==> src/sa_settings.svh <==
`ifndef SA_SETTINGS_SVH
`define SA_SETTINGS_SVH

// Element width in bits
`define SA_DATA_WIDTH 8

// Weight matrix, its column count is the inner dimension
`define SA_W_ROWS 3
`define SA_W_COLS 4

// Data matrix, row count equals SA_W_COLS
`define SA_A_ROWS 4
`define SA_A_COLS 3

`endif

==> src/sa_pkg.sv <==
`include "sa_settings.svh"

package sa_pkg;

    typedef logic [`SA_DATA_WIDTH-1:0]   elem_t;  // One matrix element
    typedef logic [2*`SA_DATA_WIDTH-1:0] acc_t;   // One sum, wraps mod 2^16

    // Shift register control codes
    typedef enum logic [1:0] {
        SR_HOLD      = 2'b00,
        SR_LOAD      = 2'b01,  // Parallel load
        SR_SHIFT_IN  = 2'b10,  // New word at the tail
        SR_SHIFT_OUT = 2'b11   // Head on data_read, chain advances
    } sr_mode_t;

    typedef enum logic [1:0] {
        FETCH_IDLE = 2'b00,
        FETCH_RUN  = 2'b01,
        FETCH_DONE = 2'b10   // Result held, ready high
    } fetch_state_t;

endpackage

==> src/sa_core_if.sv <==
`timescale 1ns/1ps
`include "sa_settings.svh"

interface sa_core_if import sa_pkg::*; ();

    logic  weights_load;                               // Already gated while busy
    elem_t [0:`SA_W_ROWS-1][0:`SA_W_COLS-1] weights;   // W[i][k]
    elem_t [0:`SA_A_ROWS-1] a_lanes;                   // Skewed activations, zero when idle
    acc_t  [0:`SA_W_ROWS-1] p_lanes;                   // Bottom sums, one per result row

    // Sequencer side
    modport fetch (output weights_load, output weights, output a_lanes, input p_lanes);

    // PE grid side
    modport array (input weights_load, input weights, input a_lanes, output p_lanes);

endinterface

==> src/shift_reg.sv <==
`timescale 1ns/1ps

module shift_reg
    import sa_pkg::*;
#(
    parameter int WIDTH  = 8,
    parameter int LENGTH = 3
) (
    input  logic                         clk,
    input  logic                         reset_n,
    input  sr_mode_t                     ctrl_code,
    input  logic [0:LENGTH-1][WIDTH-1:0] data_in,     // Parallel load
    input  logic [WIDTH-1:0]             data_write,  // Serial in at the tail
    output logic [WIDTH-1:0]             data_read,   // Serial out from the head
    output logic [0:LENGTH-1][WIDTH-1:0] data_out     // Parallel read
);

    // Index 0 is the head
    logic [0:LENGTH-1][WIDTH-1:0] chain;

    always_ff @(posedge clk) begin
        if (!reset_n) begin
            chain <= '0;
        end else begin
            case (ctrl_code)
                SR_LOAD: chain <= data_in;
                SR_SHIFT_OUT, SR_SHIFT_IN: begin
                    for (int n = 0; n < LENGTH - 1; n++) begin
                        chain[n] <= chain[n+1];
                    end
                    // Zeros fill behind a word that leaves, so an emptied chain reads zero
                    chain[LENGTH-1] <= (ctrl_code == SR_SHIFT_IN) ? data_write : '0;
                end
                default: chain <= chain;
            endcase
        end
    end

    // Head is visible only during its shift-out cycle
    assign data_read = (ctrl_code == SR_SHIFT_OUT) ? chain[0] : '0;
    assign data_out  = chain;

endmodule

==> src/sys_array_basic.sv <==
`timescale 1ns/1ps
`include "sa_settings.svh"

module sys_array_basic
    import sa_pkg::*;
(
    input  logic      clk,
    input  logic      reset_n,
    sa_core_if.array  core
);

    // act[k][i] enters PE (k,i) from the left, last column is the right edge
    elem_t act  [`SA_A_ROWS][`SA_W_ROWS+1];
    // psum[k][i] enters PE (k,i) from above, last row is the bottom edge
    acc_t  psum [`SA_A_ROWS+1][`SA_W_ROWS];

    genvar k, i;

    generate
        for (k = 0; k < `SA_A_ROWS; k++) begin : g_left
            assign act[k][0] = core.a_lanes[k];
        end

        for (i = 0; i < `SA_W_ROWS; i++) begin : g_cols
            assign psum[0][i]      = '0;              // Top row starts from zero
            assign core.p_lanes[i] = psum[`SA_A_ROWS][i];
        end

        // Row k carries inner index k, column i produces result row i
        for (k = 0; k < `SA_A_ROWS; k++) begin : g_row
            for (i = 0; i < `SA_W_ROWS; i++) begin : g_col
                sys_array_pe pe (
                    .clk         (clk),
                    .reset_n     (reset_n),
                    .weight_load (core.weights_load),
                    .weight_in   (core.weights[i][k]),  // PE (k,i) holds W[i][k]
                    .act_in      (act[k][i]),
                    .sum_in      (psum[k][i]),
                    .act_out     (act[k][i+1]),
                    .sum_out     (psum[k+1][i])
                );
            end
        end
    endgenerate

endmodule

==> src/sys_array_fetcher.sv <==
`timescale 1ns/1ps
`include "sa_settings.svh"

module sys_array_fetcher
    import sa_pkg::*;
(
    input  logic      clk,
    input  logic      reset_n,
    input  logic      load_params,
    input  logic      start_comp,
    input  elem_t     [0:`SA_W_ROWS-1][0:`SA_W_COLS-1] input_data_w,
    input  elem_t     [0:`SA_A_ROWS-1][0:`SA_A_COLS-1] input_data_b,
    output logic      ready,
    output acc_t      [0:`SA_W_ROWS-1][0:`SA_A_COLS-1] out_data,
    sa_core_if.fetch  core
);

    // Cycles from the first shift slot to the result latch
    localparam int FETCH_LENGTH = `SA_A_COLS + `SA_A_ROWS + `SA_W_ROWS + 1;
    localparam int CNT_W        = $clog2(FETCH_LENGTH);

    fetch_state_t     state;
    logic [CNT_W-1:0] cnt;     // Shift slot while running
    logic             busy;
    logic             accept;  // Start taken this cycle

    sr_mode_t rd_mode [`SA_A_ROWS];
    sr_mode_t wr_mode [`SA_W_ROWS];

    elem_t [0:`SA_A_ROWS-1]                 lane_data;
    acc_t  [0:`SA_W_ROWS-1][0:`SA_A_COLS-1] result_w;   // Write register contents

    assign busy   = (state == FETCH_RUN);
    assign accept = start_comp && !busy;

    // Weights go straight to the PEs, but not during a run
    assign core.weights_load = load_params && !busy;
    assign core.weights      = input_data_w;
    assign core.a_lanes      = lane_data;

    // Skew schedule
    always_comb begin
        for (int k = 0; k < `SA_A_ROWS; k++) begin
            rd_mode[k] = SR_HOLD;
            if (accept)
                rd_mode[k] = SR_LOAD;
            else if (busy && cnt >= k && cnt < k + `SA_A_COLS)
                rd_mode[k] = SR_SHIFT_OUT;  // Lane k starts k slots late
        end
        for (int i = 0; i < `SA_W_ROWS; i++) begin
            // C[i][j] reaches the bottom of column i at slot j+i+A_ROWS
            if (busy && cnt >= i + `SA_A_ROWS && cnt < i + `SA_A_ROWS + `SA_A_COLS)
                wr_mode[i] = SR_SHIFT_IN;
            else
                wr_mode[i] = SR_HOLD;
        end
    end

    always_ff @(posedge clk) begin
        if (!reset_n) begin
            state    <= FETCH_IDLE;
            cnt      <= '0;
            ready    <= 1'b0;
            out_data <= '0;
        end else begin
            case (state)
                FETCH_IDLE, FETCH_DONE: begin
                    if (start_comp) begin
                        state <= FETCH_RUN;
                        cnt   <= '0;
                        ready <= 1'b0;
                    end
                end
                FETCH_RUN: begin
                    if (cnt == FETCH_LENGTH - 1) begin
                        state    <= FETCH_DONE;
                        cnt      <= '0;
                        out_data <= result_w;  // Held until the next start
                        ready    <= 1'b1;
                    end else begin
                        cnt <= cnt + 1'b1;
                    end
                end
                default: state <= FETCH_IDLE;
            endcase
        end
    end

    genvar k, i;

    generate
        // One read register per inner-dimension lane, holding row k of B
        for (k = 0; k < `SA_A_ROWS; k++) begin : g_rd
            shift_reg #(
                .WIDTH  ($bits(elem_t)),
                .LENGTH (`SA_A_COLS)
            ) rd_sr (
                .clk        (clk),
                .reset_n    (reset_n),
                .ctrl_code  (rd_mode[k]),
                .data_in    (input_data_b[k]),
                .data_write ('0),
                .data_read  (lane_data[k]),
                .data_out   ()
            );
        end

        // One write register per result row
        for (i = 0; i < `SA_W_ROWS; i++) begin : g_wr
            shift_reg #(
                .WIDTH  ($bits(acc_t)),
                .LENGTH (`SA_A_COLS)
            ) wr_sr (
                .clk        (clk),
                .reset_n    (reset_n),
                .ctrl_code  (wr_mode[i]),
                .data_in    ('0),
                .data_write (core.p_lanes[i]),
                .data_read  (),
                .data_out   (result_w[i])
            );
        end
    endgenerate

endmodule

==> src/sys_array_pe.sv <==
`timescale 1ns/1ps

module sys_array_pe
    import sa_pkg::*;
(
    input  logic  clk,
    input  logic  reset_n,
    input  logic  weight_load,
    input  elem_t weight_in,
    input  elem_t act_in,    // From the left
    input  acc_t  sum_in,    // From above
    output elem_t act_out,   // To the right
    output acc_t  sum_out    // Downward
);

    elem_t weight;   // Stationary weight
    acc_t  product;

    // 8x8 product fits acc_t exactly
    assign product = acc_t'(weight) * acc_t'(act_in);

    always_ff @(posedge clk) begin
        if (!reset_n) begin
            weight  <= '0;
            act_out <= '0;
            sum_out <= '0;
        end else begin
            if (weight_load)
                weight <= weight_in;
            act_out <= act_in;
            sum_out <= sum_in + product;  // Wraps at acc_t width
        end
    end

endmodule

==> src/sys_array_top.sv <==
`timescale 1ns/1ps
`include "sa_settings.svh"

module sys_array_top
    import sa_pkg::*;
(
    input  logic  clk,
    input  logic  reset_n,
    input  logic  load_params,                                   // Weight load strobe
    input  logic  start_comp,                                    // Start strobe
    input  elem_t [0:`SA_W_ROWS-1][0:`SA_W_COLS-1] input_data_w,  // Weight matrix W
    input  elem_t [0:`SA_A_ROWS-1][0:`SA_A_COLS-1] input_data_b,  // Data matrix B
    output logic  ready,                                         // Result valid level
    output acc_t  [0:`SA_W_ROWS-1][0:`SA_A_COLS-1] out_data       // C = W x B
);

    sa_core_if core ();

    // Sequencer with the read and write shift registers
    sys_array_fetcher fetcher0 (
        .clk          (clk),
        .reset_n      (reset_n),
        .load_params  (load_params),
        .start_comp   (start_comp),
        .input_data_w (input_data_w),
        .input_data_b (input_data_b),
        .ready        (ready),
        .out_data     (out_data),
        .core         (core)
    );

    // Weight-stationary PE grid
    sys_array_basic array0 (
        .clk     (clk),
        .reset_n (reset_n),
        .core    (core)
    );

endmodule

==> config.mk <==
export PLATFORM = sky130hd
export DESIGN_NAME = sys_array_top
export DESIGN_NICKNAME = d
export VERILOG_FILES = /design/src/sa_pkg.sv /design/src/sa_core_if.sv /design/src/shift_reg.sv /design/src/sys_array_basic.sv /design/src/sys_array_fetcher.sv /design/src/sys_array_pe.sv /design/src/sys_array_top.sv
export VERILOG_INCLUDE_DIRS = /design/src
export SDC_FILE = /design/constraint.sdc
export NUM_CORES = 2
export LEC_CHECK = 0
export ABC_AREA = 1
export BUFFER_PORTS_ARGS = -buffer_cell sky130_fd_sc_hd__buf_4
export CAP_MARGIN = 15
export CORE_ASPECT_RATIO = 1.2
export CORE_UTILIZATION = 55
export CTS_CLUSTER_DIAMETER = 100
export DETAILED_ROUTE_END_ITERATION = 10
export PLACE_DENSITY = 0.7
export SKIP_CTS_REPAIR_TIMING = 1
export SLEW_MARGIN = 20
export SYNTH_ARGS = -nofsm -noshare
export SYNTH_HDL_FRONTEND = slang
export SYNTH_SLANG_ARGS = --single-unit
export TNS_END_PERCENT = 30
==> constraint.sdc <==
create_clock -name clk -period 6.66 [get_ports clk]
set_input_delay 0.999 -clock clk [delete_from_list [all_inputs] [get_ports clk]]
set_output_delay 0.999 -clock clk [all_outputs]
set_load 0.02 [all_outputs]
==> results.md <==
- The most used flip-flop cell after synthesis is dfxtp_1.
- The total clock buffers created by CTS is 80.
- Yosys instantiated no cell more often than nand2_1.
- The clock edge transition at the registers on the reported setup and hold paths is 60 ps.
- Summing all placed instances gives a cell area of between 50000 and 60000 um2.
- The path type of the worst min-delay path is flop to flop.
- Traced cell by cell, the critical path runs through nor2_1, nand2_2, nand3_2, nor2_1, nand2_1, fa_1, inv_1, fa_1, inv_1, fa_1, fa_1, inv_1, ha_1, nand2_1, nor2_1, nor2_1, nor2_1, nor2_1, o21ai_0, nor2_1.
- Dividing the detail-routed wire length by the instance count gives between 10 and 15 um.
- TritonCTS built the clock tree.
- 341 I/O pins were placed.
- The initial antenna violation count was 0.
- The placer congestion estimate is a little over 0.9.
- The dominant cell type by count on the critical path is nor2_1.
- After detailed routing, the number of remaining DRC violations is 0.
- The number of cells in the design after placement is 8841.
- The distinct cell type count after synthesis is 31.
- In this run, synthesis produced a sequential element count of between 700 and 800.
- The number of instances in the synthesized netlist is between 7000 and 8000.
- The worst setup skew after layout is 41.33 ps.
- The critical path in this run is classified as flop to flop.
- In the post-route analysis, the smallest setup slack over all paths is 1050 ps.
- The clock tree root driver cell is clkbuf_16.
- The reported leakage power is about 0.033 uW.
- The number of search-and-repair iterations in the first detailed-routing pass is 7.
- The post-synthesis instance area is 54940 um2.
- The cell type with the highest aggregate area in the netlist is dfxtp_1.
- The Yosys warning count is 0.
- The worst-case IR drop observed on VDD is between 0.00015 and 0.0002 V.
- The final-report hold violation count was 0.
- For the worst setup path, the data required time is between 7000 and 8000 ps.
- The total overflow left after global routing is 0.
- Leaving out filler cells and counting taps, the final layout contains ~9000.
- In this run the worst path has a maximum fanout of 25.
- The total via count after detailed routing is 44866.
- Of the available clock period, the critical path in the final layout requires around 84%.
- In the final layout, the share of cells above drive strength 1 is under 10%.
- The critical path capture point type is a flop.
- The measured slew at the worst slew-check pin is 1066 ps.
- The effective utilization at floorplan is ~56%.
- Summed over its instances, the top area cell type makes up between 20 and 30% of the synthesized netlist area.
- The longest clock path from root to sink contains 3 buffers.
- The die covers between 100000 and 150000 um2.
- The critical path contains buffers and inverters numbering 3 combined.
- The post-layout net count is 8820.
- In this run the core area contains 126 standard-cell rows.
- Dividing total power by cell area gives a power density of between 150 and 200 nW/um2.
- The clock latency on the worst-skew pair is 650 ps.
- The flow ran to the end, and the final reports show no timing, DRC or antenna violations.
- The cell area after layout is a little over 60000 um2.
- Grouping stages by cell kind, the critical path spends the most delay in adder cells.
- The largest net degree at the start of global routing is 147.
- The commonest cells after synthesis are nand2_1, inv_1, nor2_1, dfxtp_1, fa_1.
- Yosys mapped a number of flops with a built-in enable equal to 0.
- The number of sinks handled by clock tree synthesis is 743.
- Dividing the detail-routed via count by the number of cells gives 4.993.
- The first-pass GRT wire length is 216.9 mm.
- The signal arrival time at the worst endpoint is approximately 6100 ps.
- The post-synth net total is about 8700.
- The power consumption is 9850 uW.
- The max-slew violation count is 0.
- The worst slack at placement is approximately 1100 ps.
- After layout, the minimum clock period comes to 5610 ps.
- After synthesis, the share of flip-flops with an asynchronous set or reset is 0%.
- CTS built an H-tree with a depth of 3.
- The first routing iteration left roughly 2300 violations.
- The slowest library cell on the worst path is nor2_1.
- The placed wire-length estimate is 101.7 mm.
- The die boundary width is 290.5 um.
- The post-route antenna net violation count is 0.
- The floorplan core area is around 99000 um2.
- Setup repair after global routing left no endpoint under its margin.
- The number of global-route vias before repair is 44499.
- The synthesis-to-layout area growth is 10.35%.
- Ranked by total cell area, the synthesized netlist is headed by dfxtp_1, fa_1, nand2_1, inv_1, ha_1.
- For this run, the slowest stage of the critical path takes about 600 ps.
- The normalized max-slew margin is between 20% and 30%.
- The final count of negative-setup-slack endpoints is 0.
- The share of the Yosys chip area taken by registers is 27.08%.
- Max-cap violations in this run came to 0.
- The worst setup path is launched from a flop.
- The average size of a mapped cell is around 7.3 um2.
- The die boundary height is between 300 and 400 um.
- The final-layout setup total negative slack is 0 ps.
- The peak clock frequency supported by timing is about 0.18 GHz.
- The count of buffers inserted at the top-level ports is 340.
- The detailed-route wire length is around 130 mm.
- The overall track demand over capacity in global routing is about a quarter.
-- worst min-delay path, stage by stage (launching register included) --
cell and delay, ps:
dfxtp_1 310, nor2_1 40, nor2_1 80
-- power breakdown --
group,leakage [uW],switching (uW),internal [uW]
sequential,0.00602,150,4550
clock,0.00129,1930,2600
combinational,0.0252,399,218
-- area by class of cell --
type                    instances  area (um2)
multi-input cells            4808       32530
fillers                      9120       38070
clock buffers                 109        2253
flip-flops and latches        743       14870
clock inverters                34       425.4
diodes                          1       2.502
well taps                    1280        1602
repair buffers                359        2728
inverters                    1651        6205
-- flip-flops by register name, indices dropped and copies added, names as in the netlist --
signal and cells:
fetcher0.g_rd.rd_sr.data_out 96, fetcher0.ready 1, array0.g_row.g_col.pe.act_out 64, fetcher0.cnt 4
fetcher0.state 2, fetcher0.out_data 144, array0.g_row.g_col.pe.sum_out 192, fetcher0.g_wr.wr_sr.data_out 144
array0.g_row.g_col.pe.weight 96
-- cells by family after synthesis --
| logic type | Yosys count | share of synthesized area, % |
|---|---|---|
| fa+ha+maj | 981 | 29.97 |
| flops | 743 | 27.08 |
| buf+inv | 1991 | 13.75 |
| xor+xnor | 39 | 0.6218 |
| compound gates | 681 | 6.295 |
| simple gates | 3107 | 22.29 |
-- cells in the final DEF, fill, tap and decap left out, types with 4 or more instances in the layout --
| cell type | netlist | routed |
|---|---|---|
| nand2_1 | 1789 | 1787 |
| inv_1 | 1637 | 1636 |
| nor2_1 | 949 | 948 |
| dfxtp_1 | 743 | 743 |
| fa_1 | 558 | 558 |
| ha_1 | 423 | 423 |
| buf_4 | 3 | 356 |
| a21oi_1 | 324 | 324 |
| o21ai_0 | 313 | 313 |
| nand3_1 | 295 | 295 |
| clkbuf_16 | 0 | 82 |
| a31oi_1 | 40 | 40 |
| xnor2_1 | 31 | 31 |
| nand4_1 | 21 | 21 |
| nor2_2 | 18 | 17 |
| clkbuf_1 | 250 | 17 |
| nor3_1 | 14 | 14 |
| inv_2 | 13 | 13 |
| clkinv_2 | 0 | 12 |
| clkbuf_8 | 0 | 10 |
| nand2_2 | 9 | 9 |
| xor2_1 | 8 | 8 |
| clkinvlp_4 | 0 | 8 |
| nor2_4 | 4 | 6 |
| bufinv_16 | 0 | 5 |
| nor3b_1 | 4 | 4 |
| o21ai_1 | 4 | 4 |
-- final timing paths --
path	from	end	slack, ps	depth (start not counted)
max	fetcher0.cnt[3]	array0.g_row[3].g_col[0].pe.sum_out[11]	1050	20
min	array0.g_row[3].g_col[2].pe.sum_out[0]	fetcher0.g_wr[2].wr_sr.data_out[0]	450	2
max reg2reg	fetcher0.cnt[3]	array0.g_row[3].g_col[0].pe.sum_out[11]	1050	20
min reg2reg	array0.g_row[3].g_col[2].pe.sum_out[0]	fetcher0.g_wr[2].wr_sr.data_out[0]	450	2
-- stage by stage --
stage	hold WS, ps	utilization, %
floorplan	430.6	-
global placement	433.4	58.71
detailed placement	440.3	58.71
CTS	455.5	61.43
global route	465.8	61.43
finish	448.8	61.43
-- routing by layer --
| metal | part of all wire (%) | global-route usage, % | up-vias | wire, um |
|---|---|---|---|---|
| met5 | 0 | 0 | - | 0 |
| met4 | 3.0 | 8.595 | 0 | 3951 |
| met3 | 3.8 | 2.745 | 228 | 4950 |
| met2 | 51 | 48.21 | 872 | 67090 |
| met1 | 42 | 31.24 | 21235 | 54800 |
| li1 | - | - | 22531 | - |
Note: power is estimated with default switching activity, not from simulation.
